File: config.mk
export PLATFORM = sky130hd
export DESIGN_NAME = cmd_decoder_top
export DESIGN_NICKNAME = d
export VERILOG_FILES = /design/src/hw/cmd_pkg.sv /design/src/hw/eth_frame_pkg.sv /design/src/hw/cmd_decoder_top.sv /design/src/hw/reply_tx.sv /design/src/hw/cmd_exec.sv /design/src/hw/cmd_rx_framer.sv
export SDC_FILE = /design/constraint.sdc
export NUM_CORES = 1
export LEC_CHECK = 0
export ABC_AREA = 1
export BUFFER_PORTS_ARGS = -buffer_cell sky130_fd_sc_hd__buf_2
export CORE_ASPECT_RATIO = 1.5
export CORE_UTILIZATION = 54
export DETAILED_ROUTE_END_ITERATION = 10
export PLACE_DENSITY_LB_ADDON = 0.12
export SLEW_MARGIN = 10
export SYNTH_ARGS = -nofsm -noshare
export SYNTH_HDL_FRONTEND = slang
export SYNTH_SLANG_ARGS = --single-unit
export TNS_END_PERCENT = 20
File: constraint.sdc
create_clock -name clk -period 4.1 [get_ports clk]
set_clock_uncertainty 0.15 [all_clocks]
set_input_delay 0.205 -clock clk [delete_from_list [all_inputs] [get_ports clk]]
set_output_delay 0.205 -clock clk [all_outputs]
set_load 0.03 [all_outputs]
File: src/hw/cmd_pkg.sv
`default_nettype none

package cmd_pkg;

    // four ascii characters, first character in the top byte
    typedef enum logic [31:0] {
        cmd_ver  = "VER?",
        cmd_dacg = "DACG",          // dac go
        cmd_dacs = "DACS",          // dac stop
        cmd_dely = "DELY",          // dac to adc latency
        cmd_gain = "GAIN",
        cmd_wfma = "WFMA",          // waveform amplitude, q0.16
        cmd_acmd = "ACMD",          // raw or demodulated acquisition
        cmd_mxcn = "MXCN",          // input mux config
        cmd_ttlc = "TTLC",
        cmd_ordr = "ORDR",          // filter order
        cmd_alph = "ALPH"           // filter alpha
    } cmd_code_e;

    localparam int len_cmd_only = 4;
    localparam int len_cmd_data = 8;

    typedef struct packed {
        logic [15:0] hi;
        logic [15:0] lo;
    } data_halves_t;

    // mxcn, ttlc and dely read the halves, acmd and ordr the whole word
    typedef union packed {
        logic [31:0]  raw;
        data_halves_t halves;
    } data_word_u;

    typedef logic [2:0] gain_t;
    typedef logic [2:0] mux_sel_t;
    typedef logic [26:0] alpha_t;

endpackage

`default_nettype wire

File: src/hw/eth_frame_pkg.sv
`default_nettype none

package eth_frame_pkg;

    localparam int mac_w = 48;
    localparam int ip_w = 32;
    localparam int len_w = 16;

    typedef logic [7:0] byte_t;

    // layout of one entry in the rx and tx status FIFOs
    typedef struct packed {
        logic [len_w-1:0] len;      // udp payload bytes
        logic [ip_w-1:0]  ip;
        logic [mac_w-1:0] mac;
    } status_word_t;

    typedef enum logic [1:0] {
        rk_ack,
        rk_nak,
        rk_err,
        rk_ver                      // version string instead of a short word
    } reply_kind_e;

endpackage

`default_nettype wire
File: src/hw/cmd_decoder_top.sv
`timescale 1ns/1ps
`default_nettype none

module cmd_decoder_top #(
    parameter logic [31:0]       fw_version = "1.0A",
    parameter logic [15:0]       dem_delay_init = 16'd1,
    parameter cmd_pkg::mux_sel_t mux_init = 3'b100
) (
    input  logic                        clk,
    input  logic                        reset,
    input  eth_frame_pkg::status_word_t rx_status,
    input  logic                        rx_status_empty,
    output logic                        rx_status_read,
    input  eth_frame_pkg::byte_t        rx_data,
    output logic                        rx_data_read,
    output eth_frame_pkg::byte_t        tx_data,
    output logic                        tx_data_write,
    input  logic                        tx_data_full,
    output eth_frame_pkg::status_word_t tx_status,
    output logic                        tx_status_write,
    input  logic                        tx_status_full,
    input  logic                        dac_running,
    input  logic                        adc_ready,
    output logic                        start_dac_cmd,
    output logic                        stop_dac_cmd,
    output logic [15:0]                 dem_delay,
    output cmd_pkg::gain_t              gain,
    output logic [15:0]                 wfm_amplitude,
    output logic                        mode_raw_dem,
    output cmd_pkg::mux_sel_t           mux_1,
    output cmd_pkg::mux_sel_t           mux_2,
    output logic [3:0]                  ttl_control,
    output logic                        filter_order,
    output cmd_pkg::alpha_t             alpha
);
    import eth_frame_pkg::*;
    import cmd_pkg::*;

    logic             reply_busy;
    logic [ip_w-1:0]  source_ip;
    logic [mac_w-1:0] source_mac;
    logic             cmd_valid;
    logic [31:0]      cmd_word;
    data_word_u       data_word;
    logic             with_data;
    logic             length_bad;
    logic             reply_valid;
    reply_kind_e      reply_kind;

    cmd_rx_framer u_framer (
        .clk(clk), .reset(reset),
        .rx_status(rx_status), .rx_status_empty(rx_status_empty),
        .rx_status_read(rx_status_read),
        .rx_data(rx_data), .rx_data_read(rx_data_read),
        .reply_busy(reply_busy),
        .source_ip(source_ip), .source_mac(source_mac),
        .cmd_valid(cmd_valid), .cmd_word(cmd_word), .data_word(data_word),
        .with_data(with_data), .length_bad(length_bad)
    );

    cmd_exec #(.dem_delay_init(dem_delay_init), .mux_init(mux_init)) u_exec (
        .clk(clk), .reset(reset),
        .cmd_valid(cmd_valid), .cmd_word(cmd_word), .data_word(data_word),
        .with_data(with_data), .length_bad(length_bad),
        .dac_running(dac_running), .adc_ready(adc_ready),
        .reply_valid(reply_valid), .reply_kind(reply_kind),
        .start_dac_cmd(start_dac_cmd), .stop_dac_cmd(stop_dac_cmd),
        .dem_delay(dem_delay), .gain(gain), .wfm_amplitude(wfm_amplitude),
        .mode_raw_dem(mode_raw_dem), .mux_1(mux_1), .mux_2(mux_2),
        .ttl_control(ttl_control), .filter_order(filter_order), .alpha(alpha)
    );

    reply_tx #(.fw_version(fw_version)) u_reply (
        .clk(clk), .reset(reset),
        .reply_valid(reply_valid), .reply_kind(reply_kind),
        .source_ip(source_ip), .source_mac(source_mac),
        .reply_busy(reply_busy),
        .tx_data(tx_data), .tx_data_write(tx_data_write), .tx_data_full(tx_data_full),
        .tx_status(tx_status), .tx_status_write(tx_status_write),
        .tx_status_full(tx_status_full)
    );

endmodule

`default_nettype wire

File: src/hw/reply_tx.sv
`timescale 1ns/1ps
`default_nettype none

module reply_tx #(
    parameter logic [31:0] fw_version = "1.0A"
) (
    input  logic                             clk,
    input  logic                             reset,
    input  logic                             reply_valid,
    input  eth_frame_pkg::reply_kind_e       reply_kind,
    input  logic [eth_frame_pkg::ip_w-1:0]   source_ip,
    input  logic [eth_frame_pkg::mac_w-1:0]  source_mac,
    output logic                             reply_busy,
    output eth_frame_pkg::byte_t             tx_data,
    output logic                             tx_data_write,
    input  logic                             tx_data_full,
    output eth_frame_pkg::status_word_t      tx_status,
    output logic                             tx_status_write,
    input  logic                             tx_status_full
);
    import eth_frame_pkg::*;

    localparam byte_t cr = 8'h0d;
    localparam byte_t lf = 8'h0a;

    typedef enum logic [1:0] {
        st_idle,
        st_data,
        st_status
    } state_t;

    state_t      state;
    logic [47:0] tx_buf;        // next byte in the top 8 bits
    logic [2:0]  tx_left;
    logic        reply_long;    // version reply, 6 bytes

    assign reply_busy = reply_valid || (state != st_idle);

    assign tx_data = tx_buf[47:40];
    assign tx_data_write = (state == st_data) && !tx_data_full;   // hold byte while full

    assign tx_status.len = reply_long ? len_w'(6) : len_w'(5);
    assign tx_status.ip = source_ip;
    assign tx_status.mac = source_mac;
    assign tx_status_write = (state == st_status) && !tx_status_full;

    always_ff @(posedge clk) begin
        if (reset) begin
            state <= st_idle;
            tx_left <= '0;
            reply_long <= 1'b0;
        end else begin
            case (state)
                st_idle: begin
                    if (reply_valid) begin
                        reply_long <= (reply_kind == rk_ver);
                        tx_left <= (reply_kind == rk_ver) ? 3'd6 : 3'd5;
                        state <= st_data;
                    end
                end
                st_data: begin
                    if (tx_data_write) begin
                        tx_left <= tx_left - 1'b1;
                        if (tx_left == 3'd1) state <= st_status;
                    end
                end
                default: begin
                    if (tx_status_write) state <= st_idle;
                end
            endcase
        end
    end

    always_ff @(posedge clk) begin
        if (state == st_idle && reply_valid) begin
            case (reply_kind)
                rk_ack: tx_buf <= {"ACK", cr, lf, 8'h00};
                rk_nak: tx_buf <= {"NAK", cr, lf, 8'h00};
                rk_err: tx_buf <= {"ERR", cr, lf, 8'h00};
                default: tx_buf <= {fw_version, cr, lf};
            endcase
        end else if (tx_data_write) begin
            tx_buf <= {tx_buf[39:0], 8'h00};
        end
    end

endmodule

`default_nettype wire

File: src/hw/cmd_exec.sv
`timescale 1ns/1ps
`default_nettype none

module cmd_exec #(
    parameter logic [15:0]       dem_delay_init = 16'd1,
    parameter cmd_pkg::mux_sel_t mux_init = 3'b100
) (
    input  logic                       clk,
    input  logic                       reset,
    input  logic                       cmd_valid,
    input  logic [31:0]                cmd_word,
    input  cmd_pkg::data_word_u        data_word,
    input  logic                       with_data,
    input  logic                       length_bad,
    input  logic                       dac_running,   // fast dac in steady state
    input  logic                       adc_ready,
    output logic                       reply_valid,
    output eth_frame_pkg::reply_kind_e reply_kind,
    output logic                       start_dac_cmd,
    output logic                       stop_dac_cmd,
    output logic [15:0]                dem_delay,
    output cmd_pkg::gain_t             gain,
    output logic [15:0]                wfm_amplitude,
    output logic                       mode_raw_dem,
    output cmd_pkg::mux_sel_t          mux_1,
    output cmd_pkg::mux_sel_t          mux_2,
    output logic [3:0]                 ttl_control,
    output logic                       filter_order,
    output cmd_pkg::alpha_t            alpha
);
    import eth_frame_pkg::*;
    import cmd_pkg::*;

    logic data_uniform;     // all ones or all zeros

    assign data_uniform = (&data_word.raw) || (~|data_word.raw);

    always_ff @(posedge clk) begin
        if (reset) begin
            reply_valid <= 1'b0;
            reply_kind <= rk_ack;
            start_dac_cmd <= 1'b0;
            stop_dac_cmd <= 1'b0;
            dem_delay <= dem_delay_init;
            gain <= '0;
            wfm_amplitude <= '0;
            mode_raw_dem <= 1'b0;
            mux_1 <= mux_init;
            mux_2 <= mux_init;
            ttl_control <= '0;
            filter_order <= 1'b0;
            alpha <= '0;
        end else begin
            reply_valid <= cmd_valid;
            start_dac_cmd <= 1'b0;      // one cycle pulses
            stop_dac_cmd <= 1'b0;
            if (cmd_valid) begin
                reply_kind <= rk_ack;
                if (length_bad) begin
                    reply_kind <= rk_nak;
                end else begin
                    case (cmd_word)
                        cmd_ver: reply_kind <= rk_ver;
                        cmd_dacg: begin
                            if (!dac_running && adc_ready) start_dac_cmd <= 1'b1;
                            else reply_kind <= rk_err;
                        end
                        cmd_dacs: begin
                            if (dac_running) stop_dac_cmd <= 1'b1;
                            else reply_kind <= rk_err;
                        end
                        cmd_dely: begin
                            if (with_data) dem_delay <= data_word.halves.lo;
                            else reply_kind <= rk_err;
                        end
                        cmd_gain: begin
                            if (with_data) gain <= data_word.halves.lo[2:0];
                            else reply_kind <= rk_err;
                        end
                        cmd_wfma: begin
                            if (with_data) wfm_amplitude <= data_word.halves.lo;
                            else reply_kind <= rk_err;
                        end
                        cmd_acmd: begin
                            if (!dac_running && data_uniform) begin
                                mode_raw_dem <= data_word.raw[31];  // high for demodulation
                            end else begin
                                reply_kind <= rk_err;
                            end
                        end
                        cmd_mxcn: begin
                            mux_1 <= data_word.halves.lo[2:0];
                            mux_2 <= data_word.halves.hi[2:0];
                        end
                        cmd_ttlc: begin
                            ttl_control <= {data_word.halves.hi[1:0], data_word.halves.lo[1:0]};
                        end
                        cmd_alph: alpha <= data_word.raw[26:0];
                        cmd_ordr: filter_order <= &data_word.raw;
                        default: reply_kind <= rk_nak;  // unknown code
                    endcase
                end
            end
        end
    end

endmodule

`default_nettype wire

File: src/hw/cmd_rx_framer.sv
`timescale 1ns/1ps
`default_nettype none

module cmd_rx_framer (
    input  logic                             clk,
    input  logic                             reset,
    input  eth_frame_pkg::status_word_t      rx_status,
    input  logic                             rx_status_empty,
    output logic                             rx_status_read,
    input  eth_frame_pkg::byte_t             rx_data,
    output logic                             rx_data_read,
    input  logic                             reply_busy,
    output logic [eth_frame_pkg::ip_w-1:0]   source_ip,
    output logic [eth_frame_pkg::mac_w-1:0]  source_mac,
    output logic                             cmd_valid,
    output logic [31:0]                      cmd_word,
    output cmd_pkg::data_word_u              data_word,
    output logic                             with_data,
    output logic                             length_bad
);
    import eth_frame_pkg::*;
    import cmd_pkg::*;

    localparam int buf_w = len_cmd_data * $bits(byte_t);

    typedef enum logic [1:0] {
        st_idle,
        st_recv,        // consumes or flushes payload bytes
        st_done
    } state_t;

    state_t           state;
    logic [len_w-1:0] byte_cnt;     // bytes still to read
    logic [buf_w-1:0] rx_buf;

    // show-ahead FIFOs, so the word is valid in the cycle it is popped
    assign rx_status_read = (state == st_idle) && !rx_status_empty && !reply_busy;
    assign rx_data_read = (state == st_recv);

    assign cmd_valid = (state == st_done);
    assign cmd_word = with_data ? rx_buf[buf_w-1 -: 32] : rx_buf[31:0];
    assign data_word.raw = with_data ? rx_buf[31:0] : 32'd0;

    always_ff @(posedge clk) begin
        if (reset) begin
            state <= st_idle;
            byte_cnt <= '0;
            with_data <= 1'b0;
            length_bad <= 1'b0;
            source_ip <= '0;
            source_mac <= '0;
        end else begin
            case (state)
                st_idle: begin
                    if (rx_status_read) begin
                        byte_cnt <= rx_status.len;
                        source_ip <= rx_status.ip;      // reply goes to the last sender
                        source_mac <= rx_status.mac;
                        with_data <= (rx_status.len == len_w'(len_cmd_data));
                        length_bad <= (rx_status.len != len_w'(len_cmd_only)) &&
                                      (rx_status.len != len_w'(len_cmd_data));
                        if (rx_status.len == '0) begin
                            state <= st_done;           // nothing to flush
                        end else begin
                            state <= st_recv;
                        end
                    end
                end
                st_recv: begin
                    byte_cnt <= byte_cnt - 1'b1;
                    if (byte_cnt == len_w'(1)) begin
                        state <= st_done;
                    end
                end
                default: begin
                    state <= st_idle;
                end
            endcase
        end
    end

    // first byte ends up in the top byte after a full frame
    always_ff @(posedge clk) begin
        if (rx_data_read) begin
            rx_buf <= {rx_buf[buf_w-9:0], rx_data};
        end
    end

endmodule

`default_nettype wire

==> run metrics <==
dominant register cell in the synthesized netlist=sky130_fd_sc_hd__dfxtp_1; share of layout cells above drive strength 1=0.1975; mean post-synth cell area=7.942 um2; DIE WIDTH=124.1 um; Final Non-Filler Cells=2162; crit path launch type=flop; Final Power=9.471 mW; endpoint of the most critical register-to-register path=u_exec.wfm_amplitude[3]; clock root cell=sky130_fd_sc_hd__clkbuf_16; Final Setup Violations=0; Detailed Routing Iterations Pass 1=5; number of antenna-violating nets in the routed design=0; combinational family with the most area after synthesis=simple AND/OR/NAND/NOR gates; count of nets after finishing=1989; average wire per cell in the routed design=18.01 um; global-route wire length before repair=58.96 mm; endpoint class of the critical path=flop; mux share of post-synthesis cell area=0; area of the core=21800 um2; postcts setup bufs=0; instance count along the most critical hold path=5; cell count after synthesis=1521; unrepaired setup endpoints after global routing=false; latest clock arrival within the worst-skew pair=0.54 ns; flip-flop and latch area=6317 um2; total of buffers placed on input and output ports=279; Leak Pwr=7.056 nW; H-tree lvl count=1; clock transition at the register clock pins on the worst setup and hold paths after CTS=0.07 ns; pin count of the biggest net entering global routing=93; area share of fa/ha/maj cells after synthesis=0.009323; commonest non-fill, non-tap cells in the layout=sky130_fd_sc_hd__nand2_1 (308), sky130_fd_sc_hd__buf_2 (279), sky130_fd_sc_hd__nor2_1 (277); simple-gate share of the synthesized area=0.2325; most common library cell in the layout ignoring fill and taps=sky130_fd_sc_hd__nand2_1; worst hold-check path type=in2reg; pre-CTS setup slack=1.021 ns; post-synthesis sequential area ratio=0.5229; quantity of hold-fixing buffers added after cts=110; WS Path Type=reg2reg; warnings from Yosys=0; total CTS buffers=26; fmax=320.2 MHz; overall overflow remaining after global route=0; total power per unit cell area=617.1 nW/um2; antenna violations before repair=0; Multi-input gate area=4658 um2; Routed Wire Length=38.95 mm; maximum root-to-sink buffer count=3; placed cell count=2003; data arrival time of the worst path=3.38 ns; vias in the first global route=11250; hold slack=0.05793 ns; DPL Wire Length=25.90 mm; async set-or-reset flop fraction in the synthesized netlist=0; complex-gate fraction of the synthesized area=0.1336; Distinct cells, synth=41; worst r2r path cells=10; site row count=66; reg-to-reg critical path startpoint=u_framer.with_data; number of flops mapped to enable cells by yosys=87; via count=11600; post-synthesis to final-layout area growth=27.06%; 1st-iter DRT viols=723; clock tree from TritonCTS=done; headroom to the max-slew limit=0.3684; Die Y-Extent=185.2 um; Min-Delay Startpoint=tx_status_full; Max Transition Viols Final=0; setup TNS=0 ns; register-to-register setup slack=0.98 ns; routed vias/inst=5.365; post-synthesis xor/xnor area fraction=0.004351; biggest fanout along the worst timing path=32; effective utilization at floorplan=0.5541; result of the run=finished, final reports clean; Worst Hold End=u_reply.state[0]; die area=22980 um2; synthesized area=12080 um2; Max-Cap Viols=0; global-route total usage across every layer=0.3367; number of clock sinks=272; share of the clock period used by the worst path=0.7616; Critical Path RT=4.36 ns; CTS resizes=0; final-layout fill cell count=1718; shortest clock period the worst path allows after layout=3.123 ns; measured slew at the worst slew-check pin=0.9475 ns; worst setup slack after layout=0.9774 ns; Peak VDD IR=0.0004683 V; hold violation total from the final report=0; # IOs=295; Synth Register Bits=272; DRC=0; weighted congestion reported at the end of routability-driven placement=0.9688; crit path from=u_framer.with_data
layer usage:
layer / wire, um / up-vias / GRT usage
li1: - / 5568 / -
met5: 0 / - / 0
met3: 2720 / 122 / 0.06219
met2: 19600 / 540 / 0.5876
met4: 2079 / 0 / 0.1695
met1: 14550 / 5369 / 0.3867
sequential cells by signal, summed over array words and instances (netlist names), 2 cells and up:
signal and cells:
u_framer.rx_buf 64, u_framer.source_mac 48, u_framer.source_ip 32, u_exec.alpha 27
u_reply.tx_buf 23, u_exec.dem_delay 16, u_exec.wfm_amplitude 16, u_framer.byte_cnt 16
u_exec.ttl_control 4, u_exec.gain 3, u_exec.mux_1 3, u_exec.mux_2 3
u_reply.tx_left 3, u_exec.reply_kind 2, u_framer.state 2, u_reply.state 2
where the power goes:
part	internal [mW]	total [mW]	switching, mW
Clock	1.33	2.37	1.04
Sequential	3.50	3.93	0.425
Combinational	0.878	3.17	2.29
Total	5.71	9.47	3.76
Yosys cell counts, drive strengths merged (15+ instances only):
library cell / n / area [um2]
nor2: 293 / 1157
dfxtp: 185 / 3704
nand4: 20 / 125.1
nand2: 315 / 1200
buf: 49 / 396.6
nor3: 15 / 85.08
a21oi: 95 / 505.5
o21a: 19 / 142.6
nand3: 33 / 190.2
edfxtp: 87 / 2613
inv: 159 / 604.3
o21ai: 165 / 825.8
clkbuf: 42 / 157.7
critical path: stages (launching register included):
cell and delay [ns]:
sky130_fd_sc_hd__dfxtp_2 0.77, sky130_fd_sc_hd__buf_4 0.34, sky130_fd_sc_hd__nand2_1 0.08, sky130_fd_sc_hd__nand2_1 0.08, sky130_fd_sc_hd__nand2_1 0.06, sky130_fd_sc_hd__nor2_2 0.25, sky130_fd_sc_hd__nand2_1 0.16, sky130_fd_sc_hd__nor2_2 0.18
sky130_fd_sc_hd__nand3_2 0.47, sky130_fd_sc_hd__o21ai_0 0.38, sky130_fd_sc_hd__a21oi_1 0.06
cell type report:
cell class	count	share of cell area
Sequential cell	272	0.4116
Multi-Input combinational cell	1011	0.3035
Timing Repair Buffer	398	0.1679
Clock buffer	36	0.04549
Inverter	160	0.04003
Tap cell	272	0.02218
Clock inverter	12	0.009049
Antenna cell	1	0.0001631
per-stage QoR:
step / util / area (um2)
final: 0.7040 / 15350
after floorplan: - / 12130
after global placement: 0.6150 / 13410
after CTS: 0.7039 / 15340
after detailed placement: 0.6150 / 13410
after global routing: 0.7039 / 15340
worst max-delay path by stage:
stage / to / slack, ns / depth (start not counted)
2_1_floorplan: u_framer.state[1] / 0.51 / 6
3_3_place_gp: u_exec.wfm_amplitude[4] / 1.10 / 10
3_5_place_dp: u_exec.wfm_amplitude[13] / 1.02 / 10
4_1_cts: u_exec.wfm_amplitude[13] / 1.01 / 10
5_1_grt: u_exec.dem_delay[10] / 0.66 / 10
6_report: u_exec.wfm_amplitude[3] / 0.98 / 10
kinds of logic after synthesis:
group / Yosys count
buffers and inverters: 251
adders and majority gates: 9
other: 2
and+or+nand+nor: 684
DFF: 272
xor gates and xnor gates: 6
AOI/OAI and AO/OA: 297
Power figures use the tool's default switching activity.
